**config.mk**
```make
export PLATFORM = sky130hd
export DESIGN_NAME = slot_config
export DESIGN_NICKNAME = d
export VERILOG_FILES = /design/src/logic/bus_defs_pkg.sv /design/src/logic/device_ids_pkg.sv /design/src/logic/slot_config.sv
export SDC_FILE = /design/constraint.sdc
export NUM_CORES = 1
export LEC_CHECK = 0
export BUFFER_PORTS_ARGS = -buffer_cell sky130_fd_sc_hd__buf_4
export CAP_MARGIN = 20
export CORE_MARGIN = 2
export CORE_UTILIZATION = 40
export DETAILED_ROUTE_END_ITERATION = 8
export PLACE_DENSITY = 0.72
export SLEW_MARGIN = 20
export SYNTH_ARGS = -nofsm -noshare
export SYNTH_HDL_FRONTEND = slang
export SYNTH_SLANG_ARGS = --single-unit
export TNS_END_PERCENT = 50
```
**constraint.sdc**
```tcl
create_clock -name i_clk -period 4.2 [get_ports i_clk]
set_clock_uncertainty 0.1 [all_clocks]
set_input_delay 0.84 -clock i_clk [delete_from_list [all_inputs] [get_ports i_clk]]
set_output_delay 0.84 -clock i_clk [all_outputs]
set_load 0.02 [all_outputs]
```
**src/logic/bus_defs_pkg.sv**
```systemverilog
// System bus and SRAM geometry shared by the bridge, decoder and RAM
// Data bus is one 32-bit word, so only single-word transfers are described
// Window size must stay a power of two for the base alignment rule
package bus_defs_pkg;

    // System bus widths
    localparam int BUS_ADDR_BITS   = 32;                // Byte address
    localparam int BUS_DATA_BITS   = 32;
    localparam int BUS_DATA_BYTES  = 4;                 // Byte lanes per word
    localparam int LOG2_DATA_BYTES = 2;

    // SRAM geometry
    localparam int SRAM_WORD_BITS = 10;                 // 1024 words
    localparam int unsigned SRAM_BYTE_SPAN = 4096;      // Window size in bytes, 4 KB

    // AXI response codes
    localparam logic [1:0] RESP_OKAY   = 2'b00;
    localparam logic [1:0] RESP_SLVERR = 2'b10;         // Returned on a window miss

endpackage: bus_defs_pkg

```
**src/logic/device_ids_pkg.sv**
```systemverilog
// Identifiers reported in the slot device descriptor
// Descriptor holds the base and end address words of the window
package device_ids_pkg;

    // Field widths
    localparam int CFG_ID_BITS = 16;                    // Vendor and device codes

    // Identifiers
    localparam logic [CFG_ID_BITS-1:0] VENDOR_ID      = 16'h00f1;
    localparam logic [CFG_ID_BITS-1:0] DEVICE_ID_SRAM = 16'h0073;

    // Address part of the descriptor in bytes
    localparam int CFG_DESCR_SIZE = 8;

endpackage: device_ids_pkg

```
**src/logic/slot_config.sv**
```systemverilog
// Window is disabled after reset, so every lookup misses until i_map_load
// i_map_base must be aligned to the window span
// Decode is combinational with no latency
`timescale 1ns/1ps

module slot_config
(
    input  logic i_clk,
    input  logic i_reset,
    input  logic i_map_load,                                        // One-cycle load strobe
    input  logic [bus_defs_pkg::BUS_ADDR_BITS-1:0] i_map_base,      // Window base
    input  logic [bus_defs_pkg::BUS_ADDR_BITS-1:0] i_lookup_addr,   // From bridge
    output logic o_lookup_hit,
    output logic [bus_defs_pkg::SRAM_WORD_BITS-1:0] o_lookup_word,  // Word offset in window
    output logic [device_ids_pkg::CFG_ID_BITS-1:0] o_cfg_vid,
    output logic [device_ids_pkg::CFG_ID_BITS-1:0] o_cfg_did,
    output logic [bus_defs_pkg::BUS_ADDR_BITS-1:0] o_cfg_base,
    output logic [bus_defs_pkg::BUS_ADDR_BITS-1:0] o_cfg_end
);

import bus_defs_pkg::*;
import device_ids_pkg::*;

logic [BUS_ADDR_BITS-1:0] base_q;
logic win_en_q;                                 // Window valid once loaded
logic [BUS_ADDR_BITS-1:0] offset;               // Byte offset from base

// Base and end words must fill the address part of the descriptor
if (CFG_DESCR_SIZE * 8 != 2 * BUS_ADDR_BITS)
begin: g_descr_check
    $error("Descriptor size does not match the address fields");
end: g_descr_check

always_ff @(posedge i_clk)
begin: map_proc
    if (i_reset)
    begin
        win_en_q <= 1'b0;
        base_q <= '0;
    end
    else if (i_map_load)
    begin
        win_en_q <= 1'b1;
        base_q <= i_map_base;
    end
end: map_proc

always_comb
begin: decode_proc
    offset = i_lookup_addr - base_q;            // Wraps high when below base
    o_lookup_hit = win_en_q && (offset < SRAM_BYTE_SPAN);
    o_lookup_word = offset[LOG2_DATA_BYTES +: SRAM_WORD_BITS];
end: decode_proc

// Descriptor
assign o_cfg_vid = VENDOR_ID;
assign o_cfg_did = DEVICE_ID_SRAM;
assign o_cfg_base = base_q;
assign o_cfg_end = base_q + BUS_ADDR_BITS'(SRAM_BYTE_SPAN - 1);    // Last byte in window

a_base_aligned: assert property (@(posedge i_clk) disable iff (i_reset)
    i_map_load |-> ((i_map_base & BUS_ADDR_BITS'(SRAM_BYTE_SPAN - 1)) == '0))
    else $error("Window base not aligned to span");

endmodule: slot_config

```
==> impl_metrics.tcl, run 1 <==
set metrics [dict create \
    outcome "finished with violations" \
    violations "negative setup slack" \
    slew_violations 0 \
    first_pass_iters 4 \
    regArea_um2 660.6 \
    antenna_found_initial 0 \
    chipWidth_um 101.4 \
    ant_nets 0 \
    muxShareOfSynthArea 0.08699 \
    synth_area_um2 3797 \
    cts_made_buffers 5 \
    cts_hold_buf 0 \
    core_um2 9240 \
    syn_area_per_cell_um2 7.317 \
    crit_fanout 3 \
    gp_congestion 0.9613 \
    irDropWorstVdd_v 0.0002710 \
    relSlewSlack 0.5917 \
    power_density_nw_per_um2 254.9 \
    drtIter0Drc 206 \
    hold_path.class "register to register" \
    path_cells "buf_6, ha_4, a2111oi_4, buf_4, or3_4, a21oi_2, a21o_1, mux2i_1, o21ai_1, a2111oi_2, nand4_1, a211oi_4, buf_6" \
    yosys_warnings 0 \
    grt_usage 0.2630 \
    syn_inst 519 \
    start_util 0.4110 \
    critPathKind "input port to output pin" \
    clk_path_buf_depth 2 \
    ys_ff_latch 33 \
    critPathMaxStageDelay_ns 0.39 \
    total_power_mw 1.587 \
    hold-path-cell-count 2 \
    rsz0062_at_grt "yes" \
    cts_tree "done" \
    n_fill_cell 764 \
    fmax_mhz 233.3 \
    yosys.area_share.xor_xnor 0.1084 \
    grt_pass1_wl_um 21710 \
    synthSimpleGateAreaFrac 0.2237 \
    clkLatencyLatePin_ns 0.28 \
    antenna_cells 0 \
    clock-root-buffer "clkbuf_8" \
    cp_data_required_time_ns 3.26 \
    drive_gt1_frac 0.4299 \
    clk_transition_reported_paths_ns 0.07 \
    synth_adder_area_share 0.1021 \
    ys.flop_type "dfxtp_1" \
    leakagePower_nw 2.893 \
    setup_viol 1 \
    grt_pass1_vias 4561 \
    critPathCaptureType "output pin" \
    synth_edf_count 0 \
    multi_input_area_um2 3239 \
    max_cap_violations 0 \
    dieHeight_um 101.4 \
    critPathSlowestCell "or3_4" \
    arrival_ns 3.35 \
    placed_area_um2 5603 \
    nets 860 \
    ios 174 \
    htreeDepth 2 \
    start_kind "input port" \
    viasPerCell 5.221 \
    syn2layout_area_growth_pct 63.89 \
    num_rows 35 \
    fin_crit_sh 1.021 \
    port_buffers 141 \
    wl_per_cell_um 15.41 \
    async_reset_ff_frac 0 \
    ys_seq_area_frac 0.1740 \
    grt_overflow_total 0 \
    dieArea_um2 10290 \
    design_area_um2 6223 \
    crit_top_cell "buf_6" \
    synth_compound_area_frac 0.1852 \
    synth_top_family_by_area "simple AND/OR/NAND/NOR gates" \
    grt_max_degree 34 \
    finalHoldViolCount 0 \
    totalWireLength_um 13740 \
    ys_types 52 \
    dp_hpwl_um 10930 \
    period_needed_ns 4.287 \
    vias 4657 \
    drcViolationCount 0 \
    max_slew.worst_pin.slew_ns 0.6069 \
    rr_worst_depth 3 \
    numClockSinks 33 \
    setup_ws_ns -0.08693 \
]
power by group:
| part | leakage [nW] | internal (mW) | switching, mW |
|---|---|---|---|
| Sequential | 0.273 | 0.332 | 0.0228 |
| Clock | 0.0542 | 0.148 | 0.112 |
| Combinational | 2.57 | 0.462 | 0.509 |
synth_stat cells, types with 10 or more instances:
master	n	area share
nand4_1	16	0.026
xnor2_1	36	0.083
ha_1	31	0.10
clkbuf_1	16	0.016
inv_1	39	0.039
buf_4	32	0.063
dfxtp_1	33	0.17
o21ai_0	27	0.036
nor3_1	10	0.013
nand3_1	14	0.018
xor2_1	11	0.025
nor2_1	63	0.062
nand2_1	42	0.042
mux2i_1	33	0.087
a21oi_1	32	0.042
final timing paths:
kind,start,endpoint,slack [ns]
worst max-delay path,i_lookup_addr[1],o_lookup_hit,-0.09
worst min-delay path,win_en_q,win_en_q,0.42
worst max register to register,o_cfg_base[24],o_cfg_base[24],3.30
worst min register to register,win_en_q,win_en_q,0.42
final cells by class:
cell class,instances,area share
Timing Repair Buffer,254,0.3076
Clock inverter,1,0.0008042
Inverter,39,0.02352
Clock buffer,7,0.01548
Multi-Input combinational cell,429,0.5205
Tap cell,129,0.02593
Sequential cell,33,0.1062
metal layers:
metal	GRT usage	share of wire
met1	0.3383	0.43
met2	0.4437	0.49
met3	0.03796	0.054
met4	0.1029	0.027
met5	0	0
cells by family after synthesis:
family,Yosys count
AND/OR/NAND/NOR,179
AO/OA/AOI/OAI,107
buffers and inverters,87
XOR/XNOR,47
multiplexers,33
flip-flops,33
adder cells (fa/ha/maj),31
other,2
metrics by stage:
step                setup TNS (ns)  hold slack (ns)  setup slack [ns]  std cells    util
finish                    -0.08693           0.4207          -0.08693        892  0.6735
global route               -0.1909           0.4446           -0.1909        892  0.6735
CTS                       -0.09879           0.4233          -0.09879        892  0.6688
detailed placement         -0.3179           0.4108           -0.3179        873  0.6064
global placement           -0.2793           0.4087           -0.2793        873  0.6064
floorplan                        0           0.3337           0.02852        549       -
registers in the layout (all words and copies together), names as in the netlist:
name and count:
o_cfg_base 32, win_en_q 1
critical path: cells and delay by family:
family / cells / cell delay [ns]
mux: 1 / 0.20
compound gates: 6 / 1.01
buf+inv: 3 / 0.40
simple gates: 2 / 0.61
fa+ha+maj: 1 / 0.27
cells in the final DEF (no fill, tap or decap), drive strengths merged, types with 10 or more instances in the layout:
master,Yosys,layout
buf,32,254
nor2,63,63
nand2,42,42
inv,39,39
xnor2,36,36
mux2i,33,33
dfxtp,33,33
a21oi,33,33
conb,2,32
ha,31,31
o21ai,28,28
nand4,16,16
nand3,14,14
xor2,11,11
nor3,10,10
timing repair:
action	in CTS	in global routing
endpoints found under the setup margin	1	1
pin swaps	31	12
buffers inserted	11	0
gates resized for setup	63	11
(Power assumes the default switching activity.)
==> inputs of run 2 (changes only) <==
Settings changed: REMOVE_ABC_BUFFERS from default to 1.
==> run 2 against run 1 <==
Net effect:
- the flow still finishes with violations (negative setup slack)
- sequential share of layout area rose by 0.56 points
- sequential cell count did not move
- combinational power fell by 6.3%
- critical endpoint unchanged
- wire length fell by 5.6%
- design area fell by 5.0%
- hold slack got worse by 0.023 ns
- sequential power barely moved
- register-to-register slack improved by 0.03 ns
- die area did not move
- power fell by 5.9%
==> impl_metrics.tcl, run 2 (synthesis results as in run 1) <==
set metrics [dict create \
    fmax_mhz 232.3 \
    nets 842 \
    fin_crit_sh 1.025 \
    ios 174 \
    grt_pass1_vias 4269 \
    irDropWorstVdd_v 0.0001819 \
    critPathCaptureType "output pin" \
    final_cell_mix "buf_4 (234), nor2_1 (62), nand2_1 (40)" \
    drcViolationCount 0 \
    cts_made_buffers 5 \
    cp_data_required_time_ns 3.26 \
    port_buffers 141 \
    viasPerCell 5.137 \
    setup_ws_ns -0.1057 \
    chipWidth_um 101.4 \
    dieHeight_um 101.4 \
    drive_gt1_frac 0.3826 \
    max_slew.worst_pin.slew_ns 0.6454 \
    gp_congestion 1.061 \
    total_power_mw 1.493 \
    design_area_um2 5912 \
    grt_usage 0.2401 \
    max_cap_violations 0 \
    grt_overflow_total 0 \
    place_ws_ns -0.3358 \
    antenna_found_initial 0 \
    path_cells "buf_4, ha_1, nand4_1, or3_4, a21oi_2, a21o_1, mux2i_1, o21ai_1, a2111oi_2, nand4_1, a211oi_2, buf_4" \
    tns_ns -0.1057 \
    setup_viol 1 \
    arrival_ns 3.37 \
    largest_reg_flops 32 \
    finalHoldViolCount 0 \
    critPathSlowestCell "or3_4" \
    rsz0062_at_grt "yes" \
    start_kind "input port" \
    core_um2 9240 \
    layout_commonest_cell "buf_4" \
    drtIter0Drc 192 \
    antenna_cells 0 \
    outcome "finished with violations" \
    totalWireLength_um 12980 \
    dp_hpwl_um 10500 \
    ant_nets 0 \
    start_util 0.4110 \
    clock-root-buffer "clkbuf_8" \
    htreeDepth 2 \
    critPathMaxStageDelay_ns 0.38 \
    rr_worst_depth 3 \
    grt_max_degree 34 \
    critPathKind "input port to output pin" \
    cts_hold_buf 0 \
    placed_area_um2 5513 \
    hold_path.class "register to register" \
    clkLatencyLatePin_ns 0.27 \
    violations "negative setup slack" \
    wl_per_cell_um 14.85 \
    num_rows 35 \
    grt_pass1_wl_um 20330 \
    dieArea_um2 10290 \
    hold-path-cell-count 2 \
    clk_transition_reported_paths_ns 0.07 \
    first_pass_iters 5 \
    cts_tree "done" \
    syn2layout_area_growth_pct 55.68 \
    power_density_nw_per_um2 252.5 \
    crit_fanout 5 \
    relSlewSlack 0.5637 \
    numClockSinks 33 \
    leakagePower_nw 2.787 \
    vias 4490 \
    slew_violations 0 \
    clk_path_buf_depth 2 \
    period_needed_ns 4.306 \
]
run 2: changes by cell type in the layout (fill, tap and decap cells not counted), moves of 5 or more:
cell     before  now
buf_4       252  234
ha_1         10   20
ha_4         18   11
a21oi_1      20   26
a21oi_2      13    7
nand2_2       5    0
run 2: final cells by class:
class                      instances  area [µm²]
clock buffer                       6       72.57
clock inverter                     2       10.01
fill                             784        3328
inverter                          39       146.4
multi-input combinational        429        3082
sequential                        33       660.6
tap                              129       161.4
timing repair buffer             236        1779
run 2: critical path, delay by kind of cell:
kind	cells	cell delay (ns)
multiplexers	1	0.20
AND/OR/NAND/NOR	3	0.72
adder cells (fa/ha/maj)	1	0.37
AO/OA/AOI/OAI	5	0.97
buffers and inverters	2	0.28
run 2: final timing paths:
path | startpoint | end | slack, ns
max | i_lookup_addr[5] | o_lookup_hit | -0.11
min reg2reg | win_en_q | win_en_q | 0.40
max reg2reg | o_cfg_base[22] | o_cfg_base[22] | 3.33
min | win_en_q | win_en_q | 0.40
run 2: routing by layer:
metal,vias to the layer above,global-route usage,routed length [µm]
met1,2105,0.3288,5710
met4,0,0.06237,176
met3,14,0.02208,731
met2,168,0.4050,6360
li1,2203,-,-
met5,-,0,0
run 2: what timing repair did:
item,CTS,global route
buffers inserted,4,0
pin swaps,17,0
setup endpoints to repair,1,1
gates resized for setup,42,7
run 2: through the flow:
stage                     std cells  utilization  hold WS, ns
after floorplan                 501            -       0.3318
after global placement          862       0.5966       0.3534
after detailed placement        862       0.5966       0.3864
after CTS                       874       0.6349       0.4042
after global routing            874       0.6398       0.4275
final                           874       0.6398       0.3976
run 2: power by group:
| part | internal, mW | switching [mW] |
|---|---|---|
| registers | 0.332 | 0.0220 |
| logic | 0.426 | 0.484 |
| clock network | 0.115 | 0.114 |
