### src/logic/bus_defs_pkg.sv
// System bus and SRAM geometry shared by the bridge, decoder and RAM
// Data bus is one 32-bit word, so only single-word transfers are described
// Window size must stay a power of two for the base alignment rule
package bus_defs_pkg;

    // System bus widths
    localparam int BUS_ADDR_BITS   = 32;                // Byte address
    localparam int BUS_DATA_BITS   = 32;
    localparam int BUS_DATA_BYTES  = 4;                 // Byte lanes per word
    localparam int LOG2_DATA_BYTES = 2;

    // SRAM geometry
    localparam int SRAM_WORD_BITS = 10;                 // 1024 words
    localparam int unsigned SRAM_BYTE_SPAN = 4096;      // Window size in bytes, 4 KB

    // AXI response codes
    localparam logic [1:0] RESP_OKAY   = 2'b00;
    localparam logic [1:0] RESP_SLVERR = 2'b10;         // Returned on a window miss

endpackage: bus_defs_pkg

### src/logic/axi_slave_bridge.sv
// Single-beat AXI4 slave, one transaction in flight, write has priority in idle
// Burst length must be zero, IDs and attributes are not supported
// RAM side is a plain strobe interface with one cycle of read latency
// A miss answers SLVERR with zero read data and no RAM write
`timescale 1ns/1ps

module axi_slave_bridge
(
    input  logic i_clk,
    input  logic i_reset,
    // Write address
    input  logic i_aw_valid,
    output logic o_aw_ready,
    input  logic [bus_defs_pkg::BUS_ADDR_BITS-1:0] i_aw_addr,
    input  logic [7:0] i_aw_len,
    // Write data
    input  logic i_w_valid,
    output logic o_w_ready,
    input  logic [bus_defs_pkg::BUS_DATA_BITS-1:0] i_w_data,
    input  logic [bus_defs_pkg::BUS_DATA_BYTES-1:0] i_w_strb,
    // Write response
    output logic o_b_valid,
    input  logic i_b_ready,
    output logic [1:0] o_b_resp,
    // Read address
    input  logic i_ar_valid,
    output logic o_ar_ready,
    input  logic [bus_defs_pkg::BUS_ADDR_BITS-1:0] i_ar_addr,
    input  logic [7:0] i_ar_len,
    // Read data
    output logic o_r_valid,
    input  logic i_r_ready,
    output logic [bus_defs_pkg::BUS_DATA_BITS-1:0] o_r_data,
    output logic [1:0] o_r_resp,
    output logic o_r_last,
    // Window lookup
    output logic [bus_defs_pkg::BUS_ADDR_BITS-1:0] o_lookup_addr,
    input  logic i_lookup_hit,
    input  logic [bus_defs_pkg::SRAM_WORD_BITS-1:0] i_lookup_word,
    // RAM request
    output logic o_req_valid,
    output logic o_req_write,
    output logic [bus_defs_pkg::SRAM_WORD_BITS-1:0] o_req_word,
    output logic [bus_defs_pkg::BUS_DATA_BYTES-1:0] o_req_strb,
    output logic [bus_defs_pkg::BUS_DATA_BITS-1:0] o_req_wdata,
    input  logic [bus_defs_pkg::BUS_DATA_BITS-1:0] i_resp_rdata     // Valid one cycle after read
);

import bus_defs_pkg::*;

typedef enum logic [2:0] {
    ST_IDLE,
    ST_WR_ISSUE,
    ST_WR_RESP,
    ST_RD_ISSUE,
    ST_RD_WAIT,
    ST_RD_RESP
} state_t;

state_t state;
logic aw_fire;                                  // AW and W transfer together
logic ar_fire;
logic [BUS_ADDR_BITS-1:0] addr_q;
logic [BUS_DATA_BITS-1:0] wdata_q;
logic [BUS_DATA_BYTES-1:0] strb_q;
logic rd_hit_q;                                 // Hit seen when the read was issued

// Both write channels must be valid before either is accepted
assign o_aw_ready = (state == ST_IDLE) && i_aw_valid && i_w_valid;
assign o_w_ready = o_aw_ready;
assign o_ar_ready = (state == ST_IDLE) && i_ar_valid && !(i_aw_valid && i_w_valid);
assign aw_fire = o_aw_ready;                    // Ready already implies both valids
assign ar_fire = o_ar_ready;

always_ff @(posedge i_clk)
begin: state_proc
    if (i_reset)
    begin
        state <= ST_IDLE;
        o_b_valid <= 1'b0;
        o_r_valid <= 1'b0;
    end
    else
    begin
        case (state)
        ST_IDLE:
        begin
            if (aw_fire)
                state <= ST_WR_ISSUE;
            else if (ar_fire)
                state <= ST_RD_ISSUE;
        end
        ST_WR_ISSUE:
        begin
            o_b_valid <= 1'b1;                  // RAM write on this edge
            state <= ST_WR_RESP;
        end
        ST_WR_RESP:
        begin
            if (i_b_ready)
            begin
                o_b_valid <= 1'b0;
                state <= ST_IDLE;
            end
        end
        ST_RD_ISSUE: state <= ST_RD_WAIT;       // RAM read request this cycle
        ST_RD_WAIT:
        begin
            o_r_valid <= 1'b1;
            state <= ST_RD_RESP;
        end
        ST_RD_RESP:
        begin
            if (i_r_ready)
            begin
                o_r_valid <= 1'b0;
                state <= ST_IDLE;
            end
        end
        default: state <= ST_IDLE;
        endcase
    end
end: state_proc

always_ff @(posedge i_clk)
begin: payload_proc
    if (aw_fire)
    begin
        addr_q <= i_aw_addr;
        wdata_q <= i_w_data;
        strb_q <= i_w_strb;
    end
    else if (ar_fire)
    begin
        addr_q <= i_ar_addr;
    end

    if (state == ST_WR_ISSUE)
        o_b_resp <= i_lookup_hit ? RESP_OKAY : RESP_SLVERR;
    if (state == ST_RD_ISSUE)
        rd_hit_q <= i_lookup_hit;
    if (state == ST_RD_WAIT)
    begin
        o_r_data <= rd_hit_q ? i_resp_rdata : '0;   // Zero data on a miss
        o_r_resp <= rd_hit_q ? RESP_OKAY : RESP_SLVERR;
    end
end: payload_proc

assign o_r_last = o_r_valid;                    // Every beat is the last one

// RAM request, only for addresses inside the window
assign o_lookup_addr = addr_q;
assign o_req_valid = ((state == ST_WR_ISSUE) || (state == ST_RD_ISSUE)) && i_lookup_hit;
assign o_req_write = (state == ST_WR_ISSUE);
assign o_req_word = i_lookup_word;
assign o_req_strb = strb_q;
assign o_req_wdata = wdata_q;

a_aw_single: assert property (@(posedge i_clk) disable iff (i_reset)
    aw_fire |-> (i_aw_len == 8'd0))
    else $error("Write burst not supported");

a_ar_single: assert property (@(posedge i_clk) disable iff (i_reset)
    ar_fire |-> (i_ar_len == 8'd0))
    else $error("Read burst not supported");

// Response held under back-pressure
a_r_stable: assert property (@(posedge i_clk) disable iff (i_reset)
    (o_r_valid && !i_r_ready) |=> (o_r_valid && $stable(o_r_data) && $stable(o_r_resp)))
    else $error("R channel changed before transfer");

a_b_stable: assert property (@(posedge i_clk) disable iff (i_reset)
    (o_b_valid && !i_b_ready) |=> (o_b_valid && $stable(o_b_resp)))
    else $error("B channel changed before transfer");

endmodule: axi_slave_bridge

### config.mk
export PLATFORM = sky130hd
export DESIGN_NAME = axi_slave_bridge
export DESIGN_NICKNAME = d
export VERILOG_FILES = /design/src/logic/bus_defs_pkg.sv /design/src/logic/axi_slave_bridge.sv
export SDC_FILE = /design/constraint.sdc
export NUM_CORES = 1
export LEC_CHECK = 0
export ABC_AREA = 1
export BUFFER_PORTS_ARGS = -buffer_cell sky130_fd_sc_hd__buf_4
export CORE_MARGIN = 5
export CORE_UTILIZATION = 39
export DETAILED_ROUTE_END_ITERATION = 8
export PLACE_DENSITY = 0.86
export RECOVER_POWER = 50
export SYNTH_ARGS = -nofsm -noshare
export SYNTH_HDL_FRONTEND = slang
export SYNTH_SLANG_ARGS = --single-unit
### constraint.sdc
create_clock -name i_clk -period 3.82 [get_ports i_clk]
set_clock_uncertainty 0.15 [all_clocks]
set_input_delay 0 -clock i_clk [delete_from_list [all_inputs] [get_ports i_clk]]
set_output_delay 0 -clock i_clk [all_outputs]
set_load 0.05 [all_outputs]
==> results by group, run 1 <==
Die
  – Chip Width: between 100 and 150 um
  – Die H: roughly 110 um
  – Starting density of the core: 0.402
  – Num rows: 37
  – I/O pin total: 288

Synth
  – Simple-Gate Fraction of Synth Area: 0.147
  – Synth Area in XOR/XNOR: 0
  – Mapped Area: 4190 um2
  – Avg Cell Area, Syn: approximately 12 um2
  – Mux cell area share after synthesis: 0
  – Yosys cell types: 19
  – Synth Register Bits: around 110
  – Adder-cell share of the synthesized area: 0
  – Synth Area in Compound Gates: 0.00747
  – Yosys warns: 0
  – Register area share after synthesis: 0.763
  – Synthesized instance count: 338
  – Largest family of logic cells by synthesized area: simple AND/OR/NAND/NOR gates

Placed design
  – Post-DP HPWL: ~9 mm
  – DP Worst Slack: 1600 ps
  – Port buffer count: around 250
  – Gp weighted congestion: 0.838
  – Area post-placement: 6070 um2

CTS
  – Hold Buf Count CTS: ~140
  – Cts repair resizes: 0
  – Clock sink count: ~110
  – Setup bufs post-CTS: 0
  – Clk root buf: clkbuf_8
  – CTS Buf Count: 9
  – H-tree depth: 3
  – Maximum clock path buffer count: 2

Run status
  – Stop Error: [ERROR RSZ-0060] Max buffer count reached.
  – Last stage reached: clock tree synthesis (4_1_cts)
  – Status: did not finish
-- kinds of logic after synthesis --
logic type / Yosys count
simple gates: 155
flops: 108
buf+inv: 68
compound gates: 6
other cells: 1
-- Yosys cell counts (all sizes together) --
cell type | n | area [um2]
a21oi | 3 | 15.0
a31oi | 1 | 6.26
buf | 22 | 166
clkbuf | 2 | 7.51
conb | 1 | 3.75
dfxtp | 5 | 100
edfxtp | 103 | 3090
inv | 44 | 168
nand2 | 137 | 517
nand3 | 7 | 47.6
nand4 | 1 | 6.26
nor2 | 10 | 45.0
o21ai | 2 | 10.0
-- per-stage QoR --
stage                     utilization  hold slack, ps  instances
after floorplan                     -           -80.9        339
after global placement          0.582            -149        700
after detailed placement        0.582            -149        700
==> run 2: changes to the inputs <==
- CORE_UTILIZATION: 39 -> 24
- PLACE_DENSITY: 0.86 -> unset
- PLACE_DENSITY_LB_ADDON: unset -> 0.15
==> results by group, run 2 <==
Run status
  – Status: completed (was did not finish)

Synth
  – Most common cell in the netlist: nand2_1 (unchanged)
  – Yosys cell types: 19 (unchanged)
  – Top cells by count, synth: nand2_1 (136), edfxtp_1 (103), inv_1 (43) (unchanged)
  – Synth Register Bits: 108 (unchanged)
  – Register area share after synthesis: 0.763 (unchanged)
  – Yosys warns: 0 (unchanged)
  – Ys flop type: edfxtp_1 (unchanged)
  – Number of synthesized flops with an enable pin: 103 (unchanged)
  – Post-synth top area share: 0.739 (unchanged)
  – Cell taking the most area after synthesis: edfxtp_1 (unchanged)
  – Avg Cell Area, Syn: 12.4 um2 (unchanged)
  – Top cells by area, synth: edfxtp_1 (74%), nand2_1 (12%), inv_1 (3.9%), buf_4 (2.7%), dfxtp_1 (2.4%) (unchanged)
  – Mapped Area: 4190 um2 (unchanged)
  – Synthesized instance count: 338 (unchanged)
  – Ys async rst share: 0 (unchanged)

Final layout
  – Syn-to-layout area delta: 80.5%
  – # nets final: 892
  – Design area: 7560 um2
  – Most common cell after layout, fill and taps aside: dlygate4sd3_1
  – Post-Route Utilization: 0.440
  – Layout cells sized above 1: 0.221
  – Fillers: 1695
  – Most frequent cells in the layout: dlygate4sd3_1 (150), nand2_1 (136), clkbuf_1 (109), buf_4 (104), edfxtp_1 (103)

CTS
  – H-tree depth: 3 (unchanged)
  – Maximum clock path buffer count: 2 (unchanged)
  – Clock-pin slew of the registers on the worst-case setup and hold paths: around 70 ps
  – Clock sink count: 108 (unchanged)
  – Cts repair resizes: 0 (unchanged)
  – Clk root buf: clkbuf_16 (was clkbuf_8)
  – Clk_lat worst skew: 340 ps
  – CTS tree: built
  – CTS Buf Count: 9 (unchanged)

Pwr
  – Psw: between 0.001 and 0.0015 W
  – Clk pwr share: 0.263
  – PD cells: roughly 440 nW/um2
  – Sw Ratio: 0.337
  – Int Power: between 0.002 and 0.0025 W
  – Static leakage: approximately 3.3 nW
  – Worst vdd ir: approximately 0.00019 V
  – Logic pwr share: 0.289
  – Seq pwr share: 0.448

Route
  – Drt first pass iters: 4
  – Final wirelength: roughly 13 mm
  – DRC: 0
  – Vias per inst: ~3.9
  – Average wire per standard cell: 13.9 um
  – Initial DRC count: 134
  – Vias: roughly 3700
  – Antenna Nets Post-Route: 0

STA
  – RSZ-0062 raised after global routing: no
  – Final worst-path cycle share: 0.745
  – # setup viols final: 0
  – Tmin final: 2840 ps
  – Slew @ Worst Pin: roughly 1100 ps
  – Fmax: 0.352 GHz
  – Sum Neg Setup Slack: 0 ps
  – Fin. max-slew vios: 0
  – Slew HR: 0.264
  – Final hold violations: 0

Global route
  – Total gr overflow: 0
  – First-pass GRT wire length: around 20 mm
  – Initial antenna violation count: 0
  – Vias in the first global route: 4021
  – Largest net degree at the start of global routing: 71
  – GRT Overall Usage: 0.127

Die
  – Num rows: 48 (was 37)
  – Chip Width: 142 um (was 114 um)
  – Starting density of the core: 0.244 (was 0.402)
  – Die area: ~20000 um2
  – Core box area: 17200 um2
  – Die H: 142 um (was 114 um)
  – I/O pin total: 288 (unchanged)

Worst setup path
  – Critical Path RT: between 3000 and 4000 ps
  – Crit-path cells: dlygate4sd3_1 -> clkbuf_4 -> nand2_1 -> inv_1 -> nand3_4 -> inv_4 -> nand2_1 -> nand2_1 -> dlygate4sd3_1
  – CP max-delay cell: inv_4
  – CP Capture Type: flop
  – Crit-path leading delay family: buffers and inverters
  – Crit Path Class: in -> reg
  – Cell mode on critical path: nand2_1
  – CP Max Fanout: 70
  – Buf/Inv on CP: 5
  – CP Launch Type: input port
  – Worst EP arrival: slightly below 3000 ps
  – Slowest stage delay, CP: slightly below 800 ps
  – Flop2flop setup slack: just over 1000 ps

Flow run
  – Max-cap check violation count: 0

Placed design
  – Post-DP HPWL: 9.22 mm (was 9.00 mm)
  – Port buffer count: 249 (unchanged)
  – Gp weighted congestion: 0.741 (was 0.838)
  – Area post-placement: 6180 um2 (was 6070 um2)

Hold path
  – Hold Crit Class: in -> reg
==> run 2: stage by stage <==
step	setup slack, ps	instances	power [W]	hold slack [ps]
2_1_floorplan	311	339	0.00209	-80.9
3_3_place_gp	1550	790	0.00239	-149
3_5_place_dp	1510	790	0.00240	-149
4_1_cts	962	955	0.00346	11.0
5_1_grt	730	955	0.00349	85.9
6_report	976	956	0.00332	37.5
==> run 2: worst register-to-register path, delay by kind of cell (launching register included) <==
| family | cells | cell delay (ps) |
|---|---|---|
| flip-flops | 1 | 390 |
| AND/OR/NAND/NOR | 4 | 790 |
| buffers and inverters | 2 | 1340 |
==> run 2: power groups by stage <==
stage	Sequential, W	Clock, W	Combinational [W]
2_1_floorplan	0.00186	0	0.000229
3_3_place_gp	0.00151	0	0.000874
3_5_place_dp	0.00152	0	0.000878
4_1_cts	0.00149	0.000912	0.00106
5_1_grt	0.00150	0.000964	0.00102
6_report	0.00149	0.000873	0.000960
==> run 2: worst paths after layout <==
| check | start | to | cells past startpoint |
|---|---|---|---|
| min | i_w_valid | state[1]$_SDFFE_PP0P_ | 6 |
| max | i_aw_valid | o_lookup_addr[12]$_DFFE_PP_ | 9 |
| min reg2reg | o_b_valid$_SDFFE_PP0P_ | o_b_valid$_SDFFE_PP0P_ | 2 |
| max reg2reg | state[1]$_SDFFE_PP0P_ | o_lookup_addr[12]$_DFFE_PP_ | 6 |
==> run 2: cell families (layout without fill, tap and decap cells) <==
family / count (synthesis) / in the layout / share of synthesized area
DFF: 108 / 108 / 0.763
and+or+nand+nor: 155 / 155 / 0.147
other: 1 / 3 / 0.000896
buffers and inverters: 68 / 459 / 0.0816
AOI/OAI and AO/OA: 6 / 6 / 0.00747
==> run 2: per-layer routing <==
metal | track usage | wire, um | up-vias
met5 | 0 | 0 | -
li1 | - | - | 1846
met1 | 0.131 | 4880 | 1703
met3 | 0.0433 | 1370 | 19
met2 | 0.234 | 6830 | 177
met4 | 0.0545 | 253 | 0
==> run 2: what timing repair did <==
action | CTS | global route
buffers inserted | 0 | 0
endpoints found under the hold margin | 117 | 0
hold buffers | 150 | 0
==> run 2: layout make-up <==
type / count / area (um2) / area share
repair buffers: 400 / 2970 / 0.393
diodes: 1 / 2.50 / 0.000331
clock buffers: 10 / 229 / 0.0303
multi-input cells: 163 / 666 / 0.0881
clock inverters: 5 / 43.8 / 0.00580
flip-flops and latches: 108 / 3190 / 0.423
inverters: 44 / 168 / 0.0222
well taps: 225 / 282 / 0.0373
(Power assumes the default switching activity.)
==> run 3: changes to the inputs <==
- ABC_AREA: 1 -> 0
- clock period: 3.82 -> 2.65 ns (I/O delays scaled with it)
==> results by group, run 3 <==
CTS
  – Cts repair resizes: 0 (unchanged)
  – Clk root buf: clkbuf_16 (unchanged)
  – Setup bufs post-CTS: 0 (unchanged)
  – Clock sink count: 108 (unchanged)
  – CTS Buf Count: 9 (unchanged)
  – Hold Buf Count CTS: 141 (was 150)
  – Maximum clock path buffer count: 2 (unchanged)
  – H-tree depth: 3 (unchanged)

Placed design
  – Port buffer count: 249 (unchanged)
  – Gp weighted congestion: 0.744 (was 0.741)
  – Post-DP HPWL: 8.64 mm (was 9.22 mm)
  – Area post-placement: 6310 um2 (was 6180 um2)
  – DP Worst Slack: 606 ps (was 1510 ps)
  – Placed insts: 686 (was 790)

Synth
  – Ys flop type: edfxtp_1 (unchanged)
  – Top cells by count, synth: edfxtp_1 (103), and2_1 (34), mux2_4 (29) (was nand2_1 (136), edfxtp_1 (103), inv_1 (43))
  – Yosys warns: 0 (unchanged)
  – Ys async rst share: 0 (unchanged)
  – Cell taking the most area after synthesis: edfxtp_1 (unchanged)
  – Synth Register Bits: 108 (unchanged)
  – Top cells by area, synth: edfxtp_1 (73%), mux2_4 (10%), and2_1 (5.0%), buf_4 (2.5%), dfxtp_1 (2.4%) (was edfxtp_1 (74%), nand2_1 (12%), inv_1 (3.9%), buf_4 (2.7%), dfxtp_1 (2.4%))
  – Post-synth top area share: 0.728 (was 0.739)
  – Synthesized instance count: 226 (was 338)
  – Register area share after synthesis: 0.751 (was 0.763)
  – Number of synthesized flops with an enable pin: 103 (unchanged)
  – Most common cell in the netlist: edfxtp_1 (was nand2_1)
  – Avg Cell Area, Syn: 18.8 um2 (was 12.4 um2)
  – Yosys cell types: 27 (was 19)
  – Mapped Area: 4250 um2 (was 4190 um2)

Die
  – I/O pin total: 288 (unchanged)
  – Die H: 143 um (was 142 um)
  – Starting density of the core: 0.245 (was 0.244)
  – Num rows: 48 (unchanged)
  – Chip Width: 143 um (was 142 um)

Run status
  – Last stage reached: clock tree synthesis (4_1_cts)
  – Status: did not finish (was completed)
  – Stop Error: [ERROR RSZ-0060] Max buffer count reached.
[run 3: changes by cell type after synthesis, sizes merged, moves of 2 or more]
cell,before,now
clkbuf,2,4
mux2,0,32
nor3b,0,2
nand2,137,3
and2,0,34
o21ai,2,0
buf,22,19
nand3,7,0
inv,44,3
nor2,10,7
[run 3: logic make-up after synthesis]
family,count (synthesis),share of synthesized area
buffers and inverters,26,0.0489
flip-flops,108,0.751
AO/OA/AOI/OAI,9,0.0147
other,1,0.000882
multiplexers,32,0.110
AND/OR/NAND/NOR,50,0.0739
[run 3: stage by stage]
step	utilization	hold slack, ps
3_5_place_dp	0.363	-149
3_3_place_gp	0.363	-149
2_1_floorplan	-	-77.6
